`src/ic_pkg.sv`:
```
// shared types and constants for the instruction-cache control unit
// the miss state is one-hot and the fill line is fixed at four words
// acknowledge bit 1 always flags an error, whatever bit 0 says

`default_nettype none

package ic_pkg;

	// *******************************************************************
	// miss state machine encoding
	// *******************************************************************

	// one bit per state, bit 0 is idle
	typedef enum logic [6:0] {
		IDLE           = 7'b000_0001,
		NC_REQ         = 7'b000_0010,
		REQ            = 7'b000_0100,
		FILL_2ND       = 7'b000_1000,
		REQ_2          = 7'b001_0000,
		FILL_4TH       = 7'b010_0000,
		STANDBY_PWR_DN = 7'b100_0000
	} miss_state_e;

	// acknowledge from the bus unit, one word per non-zero cycle
	typedef enum logic [1:0] {
		ACK_NONE      = 2'b00,
		ACK_NORMAL    = 2'b01,
		ACK_ERROR     = 2'b10,
		ACK_ERROR_ALT = 2'b11
	} biu_ack_e;

	// transaction type to the bus unit
	// only bit 1 moves: set for a non-cacheable request
	typedef logic [3:0] ic_type_t;

	// *******************************************************************
	// fetch increment in bytes
	// *******************************************************************

	// 8-bit boot prom, one byte per fetch
	localparam logic [3:0] INC_BOOT = 4'd1;
	// cache off, one word per fetch
	localparam logic [3:0] INC_WORD = 4'd4;
	// cache on, two words per fetch
	localparam logic [3:0] INC_LINE = 4'd8;

endpackage

`default_nettype wire

```
`src/ic_miss_fsm.sv`:
```
// miss and power-down FSM of the instruction cache
// the bus unit has no back-pressure: the FSM just waits in a request
// or fill state until an acknowledge arrives, however long it takes
// an error acknowledge aborts a single-word or a line transaction

`timescale 1ns/1ps
`default_nettype none

module ic_miss_fsm (
	input  wire                 clk,
	input  wire                 arst_n,
	input  ic_pkg::biu_ack_e    biu_icu_ack,
	input  wire                 icu_hit,
	input  wire                 iu_brtaken_e,
	input  wire                 ibuf_full,
	input  wire                 pcsu_powerdown,
	input  wire                 iu_psr_bm8,
	input  wire                 cacheable,
	input  wire                 qual_ice,
	input  wire                 standby_d1,
	input  wire                 valid_diag_e,
	input  wire                 valid_diag_c,
	output ic_pkg::miss_state_e miss_state,
	output logic                ic_idle,
	output logic                icu_miss,
	output logic                icu_req,
	output ic_pkg::ic_type_t    icu_type,
	output logic [1:0]          icu_size,
	output logic [1:0]          fill_word_addr,
	output logic                ic_drty,
	output logic                icu_bypass_q,
	output logic                icu_in_powerdown,
	output logic                stall_valid,
	output logic                fourth_fill_d1,
	output logic                nc_fill_d1
);

	ic_pkg::miss_state_e next_state;
	logic normal_ack;
	logic error_ack;
	logic any_ack;
	logic diag_window;
	logic nc_req;
	logic nc_fill_cyc;
	logic fourth_fill_cyc;
	logic set_stall;

	assign normal_ack  = (biu_icu_ack == ic_pkg::ACK_NORMAL);
	assign error_ack   = biu_icu_ack[1];
	assign any_ack     = normal_ack | error_ack;
	// a diagnostic in E or C freezes the FSM in idle
	assign diag_window = valid_diag_e | valid_diag_c;

	assign ic_idle = (miss_state == ic_pkg::IDLE);
	assign nc_req  = (miss_state == ic_pkg::NC_REQ);

	// miss: cache off, boot mode or tag mismatch, only while idle
	// hit data is not trusted right after a fill, an error or a wake-up
	assign icu_miss = (!qual_ice | iu_psr_bm8 | !icu_hit) & ic_idle &
		!valid_diag_c & !fourth_fill_d1 & !nc_fill_d1 & !ic_drty & !standby_d1;

	// *******************************************************************
	// next state
	// *******************************************************************

	always_comb begin
		next_state = miss_state;
		case (miss_state)
			ic_pkg::IDLE: begin
				// power-down wins unless a branch or a diagnostic is pending
				if (pcsu_powerdown & !iu_brtaken_e & !diag_window) begin
					next_state = ic_pkg::STANDBY_PWR_DN;
				end else if (diag_window | ibuf_full | iu_brtaken_e) begin
					next_state = ic_pkg::IDLE;
				end else if (icu_miss) begin
					next_state = cacheable ? ic_pkg::REQ : ic_pkg::NC_REQ;
				end
			end
			ic_pkg::NC_REQ: begin
				if (any_ack) begin
					next_state = ic_pkg::IDLE;
				end
			end
			ic_pkg::REQ: begin
				if (normal_ack) begin
					next_state = ic_pkg::FILL_2ND;
				end else if (error_ack) begin
					next_state = ic_pkg::IDLE;
				end
			end
			ic_pkg::FILL_2ND: begin
				if (normal_ack) begin
					next_state = ic_pkg::REQ_2;
				end else if (error_ack) begin
					next_state = ic_pkg::IDLE;
				end
			end
			ic_pkg::REQ_2: begin
				if (normal_ack) begin
					next_state = ic_pkg::FILL_4TH;
				end else if (error_ack) begin
					next_state = ic_pkg::IDLE;
				end
			end
			ic_pkg::FILL_4TH: begin
				if (any_ack) begin
					next_state = ic_pkg::IDLE;
				end
			end
			ic_pkg::STANDBY_PWR_DN: begin
				// a taken branch wakes the unit as well
				if (!pcsu_powerdown | iu_brtaken_e) begin
					next_state = ic_pkg::IDLE;
				end
			end
			default: next_state = ic_pkg::IDLE;
		endcase
	end

	// last word of a line or of a single-word access
	assign nc_fill_cyc     = nc_req & any_ack;
	assign fourth_fill_cyc = (miss_state == ic_pkg::FILL_4TH) & any_ack;

	// branch taken while busy, replayed once the unit is idle again
	assign set_stall = (iu_brtaken_e | stall_valid) & !ic_idle;

	always_ff @(posedge clk or negedge arst_n) begin
		if (!arst_n) begin
			miss_state     <= ic_pkg::IDLE;
			ic_drty        <= 1'b0;
			icu_bypass_q   <= 1'b0;
			stall_valid    <= 1'b0;
			nc_fill_d1     <= 1'b0;
			fourth_fill_d1 <= 1'b0;
		end else begin
			miss_state     <= next_state;
			ic_drty        <= error_ack;
			// bypass data after a single-word access or any error
			icu_bypass_q   <= nc_req | error_ack;
			stall_valid    <= set_stall;
			nc_fill_d1     <= nc_fill_cyc & !stall_valid;
			fourth_fill_d1 <= fourth_fill_cyc & !stall_valid;
		end
	end

	// *******************************************************************
	// state decode to the bus unit
	// *******************************************************************

	assign icu_req = nc_req | (miss_state == ic_pkg::REQ);
	// always a load, non-cacheable flag in bit 1
	assign icu_type = {2'b00, nc_req, 1'b0};
	// byte in boot mode, word otherwise
	assign icu_size = {!iu_psr_bm8, 1'b0};

	// word within the line being filled
	assign fill_word_addr[1] = (miss_state == ic_pkg::REQ_2) |
		(miss_state == ic_pkg::FILL_4TH);
	assign fill_word_addr[0] = (miss_state == ic_pkg::FILL_2ND) |
		(miss_state == ic_pkg::FILL_4TH);

	// clock may be stopped while this is high
	assign icu_in_powerdown = (miss_state == ic_pkg::STANDBY_PWR_DN) & !iu_brtaken_e;

	a_state_onehot: assert property (@(posedge clk) disable iff (!arst_n)
		$onehot(miss_state))
		else $error("miss state lost its one-hot encoding");

	// the request follows the state, so an error returns it low at once
	a_req_states: assert property (@(posedge clk) disable iff (!arst_n)
		icu_req && error_ack |=> !icu_req && ic_idle)
		else $error("request still high after an error acknowledge");

endmodule

`default_nettype wire

```
`src/ic_array_ctl.sv`:
```
// write enables and input selects for the tag and instruction arrays
// diagnostic accesses and flushes are honoured only while the unit is idle
// instruction ram is split in an even and an odd word half

`timescale 1ns/1ps
`default_nettype none

module ic_array_ctl (
	input  wire                 clk,
	input  wire                 arst_n,
	input  wire [3:0]           iu_ic_diag_e,
	input  wire                 iu_flush_e,
	input  wire                 iu_psr_ice,
	input  wire                 iu_data_e_0,
	input  wire                 misc_wrd_sel,
	input  ic_pkg::biu_ack_e    biu_icu_ack,
	input  ic_pkg::miss_state_e miss_state,
	input  wire                 ic_idle,
	output logic                valid_diag_e,
	output logic                valid_diag_c,
	output logic                diag_ld_cache_c,
	output logic                icu_itag_we,
	output logic [1:0]          icu_ram_we,
	output logic                icu_tag_vld,
	output logic                icu_tag_sel,
	output logic                ic_data_sel,
	output logic                bypass_ack
);

	logic normal_ack;
	logic word_ack;
	logic qual_flush_e;
	logic diag_st_cache_e;
	logic diag_ld_cache_e;
	logic diag_st_tag_e;
	logic fill_cyc;
	logic even_fill;
	logic odd_fill;

	assign normal_ack = (biu_icu_ack == ic_pkg::ACK_NORMAL);
	// normal or error, either way a word is on the bus
	assign word_ack   = normal_ack | biu_icu_ack[1];

	// flush is a nop with the cache off
	assign qual_flush_e = iu_flush_e & iu_psr_ice & ic_idle;

	// diag bits: 3 cache store, 2 cache load, 1 tag store, 0 tag load
	assign diag_st_cache_e = iu_ic_diag_e[3] & ic_idle;
	assign diag_ld_cache_e = iu_ic_diag_e[2] & ic_idle;
	assign diag_st_tag_e   = iu_ic_diag_e[1] & ic_idle;

	assign valid_diag_e = qual_flush_e | ((|iu_ic_diag_e) & ic_idle);

	always_ff @(posedge clk or negedge arst_n) begin
		if (!arst_n) begin
			valid_diag_c    <= 1'b0;
			diag_ld_cache_c <= 1'b0;
		end else begin
			valid_diag_c    <= valid_diag_e;
			diag_ld_cache_c <= diag_ld_cache_e;
		end
	end

	// *******************************************************************
	// fill and diagnostic writes
	// *******************************************************************

	// words 0 and 2 land in the even half, 1 and 3 in the odd half
	assign even_fill = (miss_state == ic_pkg::REQ) | (miss_state == ic_pkg::REQ_2);
	assign odd_fill  = (miss_state == ic_pkg::FILL_2ND) | (miss_state == ic_pkg::FILL_4TH);
	assign fill_cyc  = (even_fill | odd_fill) & word_ack;

	// tag is written invalid on early words and valid on the last one
	assign icu_itag_we   = fill_cyc | diag_st_tag_e | qual_flush_e;
	assign icu_ram_we[1] = (even_fill & normal_ack) | (diag_st_cache_e & !misc_wrd_sel);
	assign icu_ram_we[0] = (odd_fill & normal_ack) | (diag_st_cache_e & misc_wrd_sel);

	// flush forces the valid bit low
	assign icu_tag_vld = (((miss_state == ic_pkg::FILL_4TH) & normal_ack) |
		(diag_st_tag_e & iu_data_e_0)) & !qual_flush_e;

	// fill address to the tags, else the diagnostic data
	assign icu_tag_sel = normal_ack | (ic_idle & !valid_diag_e);
	assign ic_data_sel = word_ack;
	assign bypass_ack  = word_ack;

	a_no_ram_we_nc: assert property (@(posedge clk) disable iff (!arst_n)
		miss_state == ic_pkg::NC_REQ |-> icu_ram_we == 2'b00)
		else $error("ram write during a non-cacheable access");

endmodule

`default_nettype wire

```
`src/ic_fetch_ctl.sv`:
```
// fetch-side status toward the instruction buffer and the pipe
// cache enable is sampled while idle, with no line-alignment check
// stall is high for one cycle after reset since no fetch data is valid

`timescale 1ns/1ps
`default_nettype none

module ic_fetch_ctl (
	input  wire              clk,
	input  wire              arst_n,
	input  wire              iu_psr_ice,
	input  wire              iu_psr_bm8,
	input  wire              iu_flush_e,
	input  wire [3:0]        iu_ic_diag_e,
	input  wire              ibuf_full,
	input  wire              ic_idle,
	input  wire              icu_miss,
	input  wire              stall_valid,
	input  wire              fourth_fill_d1,
	input  wire              nc_fill_d1,
	input  wire              valid_diag_e,
	input  wire              valid_diag_c,
	input  wire              icu_in_powerdown,
	input  ic_pkg::biu_ack_e biu_icu_ack,
	output logic             icu_stall,
	output logic             icu_hold,
	output logic [3:0]       next_fetch_inc,
	output logic             cacheable,
	output logic             qual_ice,
	output logic             standby_d1,
	output logic             icram_powerdown
);

	logic qual_ice_q;
	logic qual_ice_sel;
	logic reset_d1_n;
	logic diag_window;

	assign diag_window = valid_diag_e | valid_diag_c;

	// *******************************************************************
	// cache enable
	// *******************************************************************

	// take the new enable only with no fill result or diagnostic in flight
	assign qual_ice_sel = ic_idle & !valid_diag_c & !nc_fill_d1 & !fourth_fill_d1;
	assign qual_ice     = qual_ice_sel ? iu_psr_ice : qual_ice_q;

	// boot code is never cached
	assign cacheable = qual_ice & !iu_psr_bm8;

	always_ff @(posedge clk or negedge arst_n) begin
		if (!arst_n) begin
			qual_ice_q  <= 1'b0;
			reset_d1_n  <= 1'b0;
			standby_d1  <= 1'b0;
		end else begin
			qual_ice_q <= qual_ice;
			reset_d1_n <= 1'b1;
			// first idle cycle after standby has no valid fetch data
			standby_d1 <= icu_in_powerdown;
		end
	end

	// *******************************************************************
	// stall and hold
	// *******************************************************************

	// data on the buffer bus is not valid when any of these holds
	assign icu_stall = icu_miss | !ic_idle | diag_window | stall_valid |
		ibuf_full | standby_d1 | !reset_d1_n | fourth_fill_d1;

	// diagnostic or flush must wait for the outstanding transaction
	assign icu_hold = ((|iu_ic_diag_e) | (iu_flush_e & iu_psr_ice)) & !ic_idle;

	// byte steps in boot mode, else word or double word
	assign next_fetch_inc = iu_psr_bm8 ? ic_pkg::INC_BOOT :
		(qual_ice ? ic_pkg::INC_LINE : ic_pkg::INC_WORD);

	// ram sleeps while the unit waits on the bus
	assign icram_powerdown = !ic_idle & (biu_icu_ack != ic_pkg::ACK_NORMAL) & !diag_window;

endmodule

`default_nettype wire

```
`src/ic_cntl.sv`:
```
// top of the instruction-cache control unit
// three peers share the miss state: FSM, array control, fetch control
// no address path here, so no fetch or bus address selects come out
// acknowledge from the bus unit is a 2-bit strobe, request is a level

`timescale 1ns/1ps
`default_nettype none

module ic_cntl (
	input  wire              clk,
	input  wire              arst_n,
	input  wire              iu_psr_bm8,
	input  wire              iu_psr_ice,
	input  wire              iu_flush_e,
	input  wire [3:0]        iu_ic_diag_e,
	input  wire              iu_brtaken_e,
	input  wire              ibuf_full,
	input  wire              iu_data_e_0,
	input  wire              icu_hit,
	input  ic_pkg::biu_ack_e biu_icu_ack,
	input  wire              pcsu_powerdown,
	input  wire              misc_wrd_sel,
	output logic             icu_req,
	output ic_pkg::ic_type_t icu_type,
	output logic [1:0]       icu_size,
	output logic             ic_drty,
	output logic             icu_stall,
	output logic             icu_hold,
	output logic             icu_tag_vld,
	output logic             icu_itag_we,
	output logic [1:0]       icu_ram_we,
	output logic             icu_tag_sel,
	output logic             ic_data_sel,
	output logic             icu_bypass_q,
	output logic             bypass_ack,
	output logic             diag_ld_cache_c,
	output logic [1:0]       fill_word_addr,
	output logic             icu_in_powerdown,
	output logic             icram_powerdown,
	output logic [3:0]       next_fetch_inc
);

	// *******************************************************************
	// links between the peers
	// *******************************************************************

	// from the FSM
	ic_pkg::miss_state_e miss_state;
	logic ic_idle;
	logic icu_miss;
	logic stall_valid;
	logic fourth_fill_d1;
	logic nc_fill_d1;
	// from the array control
	logic valid_diag_e;
	logic valid_diag_c;
	// from the fetch control
	logic cacheable;
	logic qual_ice;
	logic standby_d1;

	ic_miss_fsm u_miss_fsm (
		.clk              (clk),
		.arst_n           (arst_n),
		.biu_icu_ack      (biu_icu_ack),
		.icu_hit          (icu_hit),
		.iu_brtaken_e     (iu_brtaken_e),
		.ibuf_full        (ibuf_full),
		.pcsu_powerdown   (pcsu_powerdown),
		.iu_psr_bm8       (iu_psr_bm8),
		.cacheable        (cacheable),
		.qual_ice         (qual_ice),
		.standby_d1       (standby_d1),
		.valid_diag_e     (valid_diag_e),
		.valid_diag_c     (valid_diag_c),
		.miss_state       (miss_state),
		.ic_idle          (ic_idle),
		.icu_miss         (icu_miss),
		.icu_req          (icu_req),
		.icu_type         (icu_type),
		.icu_size         (icu_size),
		.fill_word_addr   (fill_word_addr),
		.ic_drty          (ic_drty),
		.icu_bypass_q     (icu_bypass_q),
		.icu_in_powerdown (icu_in_powerdown),
		.stall_valid      (stall_valid),
		.fourth_fill_d1   (fourth_fill_d1),
		.nc_fill_d1       (nc_fill_d1)
	);

	// diagnostics only ever act in idle, so no arbitration with fills
	ic_array_ctl u_array_ctl (
		.clk             (clk),
		.arst_n          (arst_n),
		.iu_ic_diag_e    (iu_ic_diag_e),
		.iu_flush_e      (iu_flush_e),
		.iu_psr_ice      (iu_psr_ice),
		.iu_data_e_0     (iu_data_e_0),
		.misc_wrd_sel    (misc_wrd_sel),
		.biu_icu_ack     (biu_icu_ack),
		.miss_state      (miss_state),
		.ic_idle         (ic_idle),
		.valid_diag_e    (valid_diag_e),
		.valid_diag_c    (valid_diag_c),
		.diag_ld_cache_c (diag_ld_cache_c),
		.icu_itag_we     (icu_itag_we),
		.icu_ram_we      (icu_ram_we),
		.icu_tag_vld     (icu_tag_vld),
		.icu_tag_sel     (icu_tag_sel),
		.ic_data_sel     (ic_data_sel),
		.bypass_ack      (bypass_ack)
	);

	ic_fetch_ctl u_fetch_ctl (
		.clk              (clk),
		.arst_n           (arst_n),
		.iu_psr_ice       (iu_psr_ice),
		.iu_psr_bm8       (iu_psr_bm8),
		.iu_flush_e       (iu_flush_e),
		.iu_ic_diag_e     (iu_ic_diag_e),
		.ibuf_full        (ibuf_full),
		.ic_idle          (ic_idle),
		.icu_miss         (icu_miss),
		.stall_valid      (stall_valid),
		.fourth_fill_d1   (fourth_fill_d1),
		.nc_fill_d1       (nc_fill_d1),
		.valid_diag_e     (valid_diag_e),
		.valid_diag_c     (valid_diag_c),
		.icu_in_powerdown (icu_in_powerdown),
		.biu_icu_ack      (biu_icu_ack),
		.icu_stall        (icu_stall),
		.icu_hold         (icu_hold),
		.next_fetch_inc   (next_fetch_inc),
		.cacheable        (cacheable),
		.qual_ice         (qual_ice),
		.standby_d1       (standby_d1),
		.icram_powerdown  (icram_powerdown)
	);

endmodule

`default_nettype wire

```
`config.mk`:
```
export PLATFORM = sky130hd
export DESIGN_NAME = ic_cntl
export DESIGN_NICKNAME = d
export VERILOG_FILES = /design/src/ic_pkg.sv /design/src/ic_miss_fsm.sv /design/src/ic_array_ctl.sv /design/src/ic_fetch_ctl.sv /design/src/ic_cntl.sv
export SDC_FILE = /design/constraint.sdc
export NUM_CORES = 1
export LEC_CHECK = 0
export ABC_AREA = 1
export CORE_AREA = 2 2 45 51
export CTS_CLUSTER_DIAMETER = 60
export DETAILED_ROUTE_END_ITERATION = 10
export DIE_AREA = 0 0 47 53
export DONT_BUFFER_PORTS = 1
export HOLD_SLACK_MARGIN = 0.1
export PLACE_DENSITY = 0.76
export SYNTH_ARGS = -nofsm -noshare
export SYNTH_HDL_FRONTEND = slang
export SYNTH_SLANG_ARGS = --single-unit
export TNS_END_PERCENT = 1
```
`constraint.sdc`:
```
create_clock -name clk -period 4.1 [get_ports clk]
set_input_delay 0 -clock clk [delete_from_list [all_inputs] [get_ports clk]]
set_output_delay 0 -clock clk [all_outputs]
set_load 0.01 [all_outputs]
```
==> flow_results.org <==
** Worst setup path
- Measured in cells, the most critical reg-to-reg path has a length of 13.
- Launching element type of the critical path :: register
- Type of element capturing the critical path :: register
- Reg-to-reg setup timing slack :: approximately 900 ps
- The critical path starts at u_miss_fsm.miss_state[0].
- The critical path in this run is classified as register to register.
- Worst EP arrival :: 3420 ps
- In this run the worst setup path terminates at u_miss_fsm.miss_state[0].
- Critical-path maximum fanout :: 10
- At the worst endpoint, the required time is 4340 ps.
- Reg2reg start :: u_miss_fsm.miss_state[0]
- The worst register-to-register path ends at u_miss_fsm.miss_state[0].

** Die
- Die Footprint :: approximately 2500 um^2
- The initial utilization of the core area, before any placement, comes to 0.573.
- After floorplanning, the core was sized to cover 1960 um^2.
- The floorplan has 17 rows.
- The die is 53 um tall.
- Horizontal die dimension :: ~47 um
- 44 I/O pins were placed.

** Detailed routing
- For this run, design rule violations remaining after detail routing come to 0.
- In the final routed layout, each cell accounts on average for 13.2 um.
- The detailed router finished its first iteration with 25 violations.
- Across all layers, the routed design uses around 1000 vias.
- Number of vias per cell after detailed routing :: 5.21
- In this run the remaining antenna-violating nets after routing total 0.
- The final layout contains routed wiring with a total length of 2600 um.
- The pre-antenna-repair detailed-routing pass consisted of 4 iterations.

** Placed design
- After detailed placement, the design holds a cell count of 178.
- The congestion estimate from routability-driven global placement came to 0.860.
- HPWL after detailed placement :: 2010 um
- PortBufs :: 0

** STA
- Unrepaired setup endpoints after global routing :: false
- Aggregate negative setup slack :: 0 ps
- For the pin with the worst max-slew slack, the measured transition is slightly below 800 ps.
- Maximum frequency from static timing analysis :: around 310 MHz
- Final-report setup violation count :: 0
- Clock skew on the completed layout was measured at 3.28 ps.
- In this run the tightest slew margin relative to its limit is 0.476.
- Of the available clock period, the critical path in the final layout requires 0.777.
- The count of pins over their slew limit is 0.
- The final hold violation count came to 0.
- Tmin final :: 3190 ps

** Synthesis
- Cell Area, Synth :: 1120 um^2
- Synthesis produced ~160 cells.
- The synthesized design contains 17 register bits.
- Proportion of synthesized chip area in sequential cells :: 0.381
- Total of warnings raised by yosys :: 0
- A synthesized cell averages roughly 7.2 um^2.
- Synthesis instantiated 26 different standard cells from the library.

** CTS
- Once the clock tree was built, the setup fixing pass inserted 0 buffers.
- Counting the buffers created by CTS gives 3.
- Counting along the longest clock path gives a buffer depth of 2.
- CTS tree :: yes
- Depth of the CTS H-tree :: 1
- Sinks on Clock Net :: 17
- Clock-pin slew was measured on the worst setup and hold paths at 110 ps.
- Clock Latency Late Sink :: 290 ps
- In this run the clock root is driven by a sky130_fd_sc_hd__clkbuf_4.

** Finish
- Layout net count :: between 150 and 200
- Filler-free cell count of the finished design :: 196
- Signed area change from the synthesized netlist to the final layout :: 13.6%
- Fill cells in the final layout number roughly 180.
- Share of final-layout standard cells stronger than drive strength 1 :: 0.155
- Summing all flip-flop and latch instances after layout gives approximately 430 um^2.
- Multi-input gate area in the final layout :: ~530 um^2
- ANT cells :: 0

** Outcome
- The run finished with clean final reports.

** Global routing
- Entering global routing, the biggest net connects 18 pins.
- First-pass GRT wire length :: 4130 um
- The via count of the first global-routing pass is around 980.
- Remaining global-route overflow :: 0
- The number of antenna violations at the first check in global routing was 0.
- Aggregate global-route resource usage :: 0.234

** Min path
- The path class of the tightest hold or removal check is input port to output port.
- Critical hold path startpoint :: misc_wrd_sel

** Power
- Power spread over the standard cell area amounts to 403 nW/um^2.
- Cell leakage power :: ~0.00069 uW
- Peak supply drop :: roughly 0.00023 V

** Run
- Max-capacitance violation count :: 0
## layer usage
layer / GRT usage / share of wire / routed length (um) / up-vias
li1: - / - / - / 499
met1: 0.266 / 0.39 / 1000 / 468
met2: 0.402 / 0.52 / 1360 / 47
met3: 0.0375 / 0.068 / 176 / 7
met4: 0.130 / 0.023 / 59 / 0
met5: 0 / 0 / 0 / -
## logic make-up after synthesis
| family | synth area share |
|---|---|
| buffers and inverters | 0.161 |
| AND/OR/NAND/NOR | 0.385 |
| other | 0.00670 |
| AO/OA/AOI/OAI | 0.0670 |
| flip-flops | 0.381 |
## cells in the final DEF, fill, tap and decap left out, drive strengths merged
cell         netlist  layout
nand4              6       6
a21oi              4       4
nor3               6       6
o21ai              4       4
dfstp              1       1
inv               30      30
a22oi              1       1
dfrtp             16      16
clkbuf             0       3
or2                2       2
dlygate4sd3        0      14
a31o               1       1
nor2              23      23
conb               2       6
nand3              8       8
nand2             37      37
nor4               2       2
clkinvlp           0       1
a31oi              1       1
o22ai              2       2
## critical path, stage by stage, from the launching register on
cell,delay [ps]
sky130_fd_sc_hd__dfstp_2,560
sky130_fd_sc_hd__inv_2,50
sky130_fd_sc_hd__nor2_2,80
sky130_fd_sc_hd__nand2_2,90
sky130_fd_sc_hd__nor2_8,180
sky130_fd_sc_hd__nand3_2,90
sky130_fd_sc_hd__nand2_2,110
sky130_fd_sc_hd__nand3_2,60
sky130_fd_sc_hd__dlygate4sd3_1,570
sky130_fd_sc_hd__nand2_2,100
sky130_fd_sc_hd__nand2_4,70
sky130_fd_sc_hd__dlygate4sd3_1,560
sky130_fd_sc_hd__o21ai_1,70
sky130_fd_sc_hd__dlygate4sd3_1,560
## how the worst min path moves through the flow
stage	to	slack, ps	cells after the start
after floorplan	u_array_ctl.diag_ld_cache_c	-300	0
after global placement	u_fetch_ctl.reset_d1_n	-300	0
after detailed placement	u_fetch_ctl.reset_d1_n	-300	0
after CTS	icu_ram_we[1]	110	1
after global routing	icu_ram_we[1]	120	1
final	icu_ram_we[1]	110	1
## Yosys cell counts
cell type | number | area (um^2)
sky130_fd_sc_hd__a21oi_1 | 4 | 20.0
sky130_fd_sc_hd__a22oi_1 | 1 | 7.51
sky130_fd_sc_hd__a31o_2 | 1 | 8.76
sky130_fd_sc_hd__a31oi_1 | 1 | 6.26
sky130_fd_sc_hd__buf_4 | 9 | 67.6
sky130_fd_sc_hd__conb_1 | 2 | 7.51
sky130_fd_sc_hd__dfrtp_1 | 16 | 400
sky130_fd_sc_hd__dfstp_2 | 1 | 26.3
sky130_fd_sc_hd__inv_1 | 28 | 105
sky130_fd_sc_hd__inv_2 | 2 | 7.51
sky130_fd_sc_hd__nand2_1 | 30 | 113
sky130_fd_sc_hd__nand2_2 | 5 | 31.3
sky130_fd_sc_hd__nand2_4 | 2 | 22.5
sky130_fd_sc_hd__nand3_1 | 6 | 30.0
sky130_fd_sc_hd__nand3_2 | 2 | 20.0
sky130_fd_sc_hd__nand4_1 | 6 | 37.5
sky130_fd_sc_hd__nor2_1 | 18 | 67.6
sky130_fd_sc_hd__nor2_2 | 4 | 25.0
sky130_fd_sc_hd__nor2_8 | 1 | 20.0
sky130_fd_sc_hd__nor3_1 | 4 | 20.0
sky130_fd_sc_hd__nor3_2 | 2 | 20.0
sky130_fd_sc_hd__nor4_1 | 2 | 12.5
sky130_fd_sc_hd__o21ai_0 | 3 | 15.0
sky130_fd_sc_hd__o21ai_1 | 1 | 5.00
sky130_fd_sc_hd__o22ai_1 | 2 | 12.5
sky130_fd_sc_hd__or2_2 | 2 | 12.5
## power breakdown
part	internal [uW]	leakage (uW)	switching (uW)
clock network	37.0	0.0000139	55.4
logic	69.2	0.000461	146
registers	192	0.000219	13.6
total	298	0.000694	215
## registers in the layout, summed over array words and instances (netlist names)
| name | count |
|---|---|
| u_miss_fsm.miss_state | 7 |
| u_array_ctl.valid_diag_c | 1 |
| u_array_ctl.diag_ld_cache_c | 1 |
| u_miss_fsm.nc_fill_d1 | 1 |
| u_fetch_ctl.standby_d1 | 1 |
| u_miss_fsm.stall_valid | 1 |
| u_fetch_ctl.qual_ice_q | 1 |
| u_fetch_ctl.reset_d1_n | 1 |
| u_miss_fsm.ic_drty | 1 |
| u_miss_fsm.fourth_fill_d1 | 1 |
| u_miss_fsm.icu_bypass_q | 1 |
## area by class of cell
type	instances	share of cell area
clock buffers	3	0.0177
well taps	28	0.0275
flip-flops and latches	17	0.335
inverters	30	0.0884
clock inverters	1	0.00589
multi-input cells	103	0.416
repair buffers	14	0.110
## repair_timing
| action | 4_1_cts | 5_1_grt |
|---|---|---|
| gates resized for setup | 0 | 0 |
| hold endpoints to repair | 37 | 0 |
| hold buffers | 14 | 0 |
## stage by stage
stage | total power (uW) | setup WS [ps] | util | instance area (um^2) | hold slack, ps
after floorplan | 369 | 2580 | - | 1140 | -296
after global placement | 399 | 2450 | 0.564 | 1100 | -295
after detailed placement | 400 | 2420 | 0.564 | 1100 | -295
after CTS | 517 | 927 | 0.651 | 1270 | 108
after global routing | 549 | 778 | 0.651 | 1270 | 117
final | 513 | 914 | 0.651 | 1270 | 106
No activity file was read; power rests on OpenSTA's default activity.
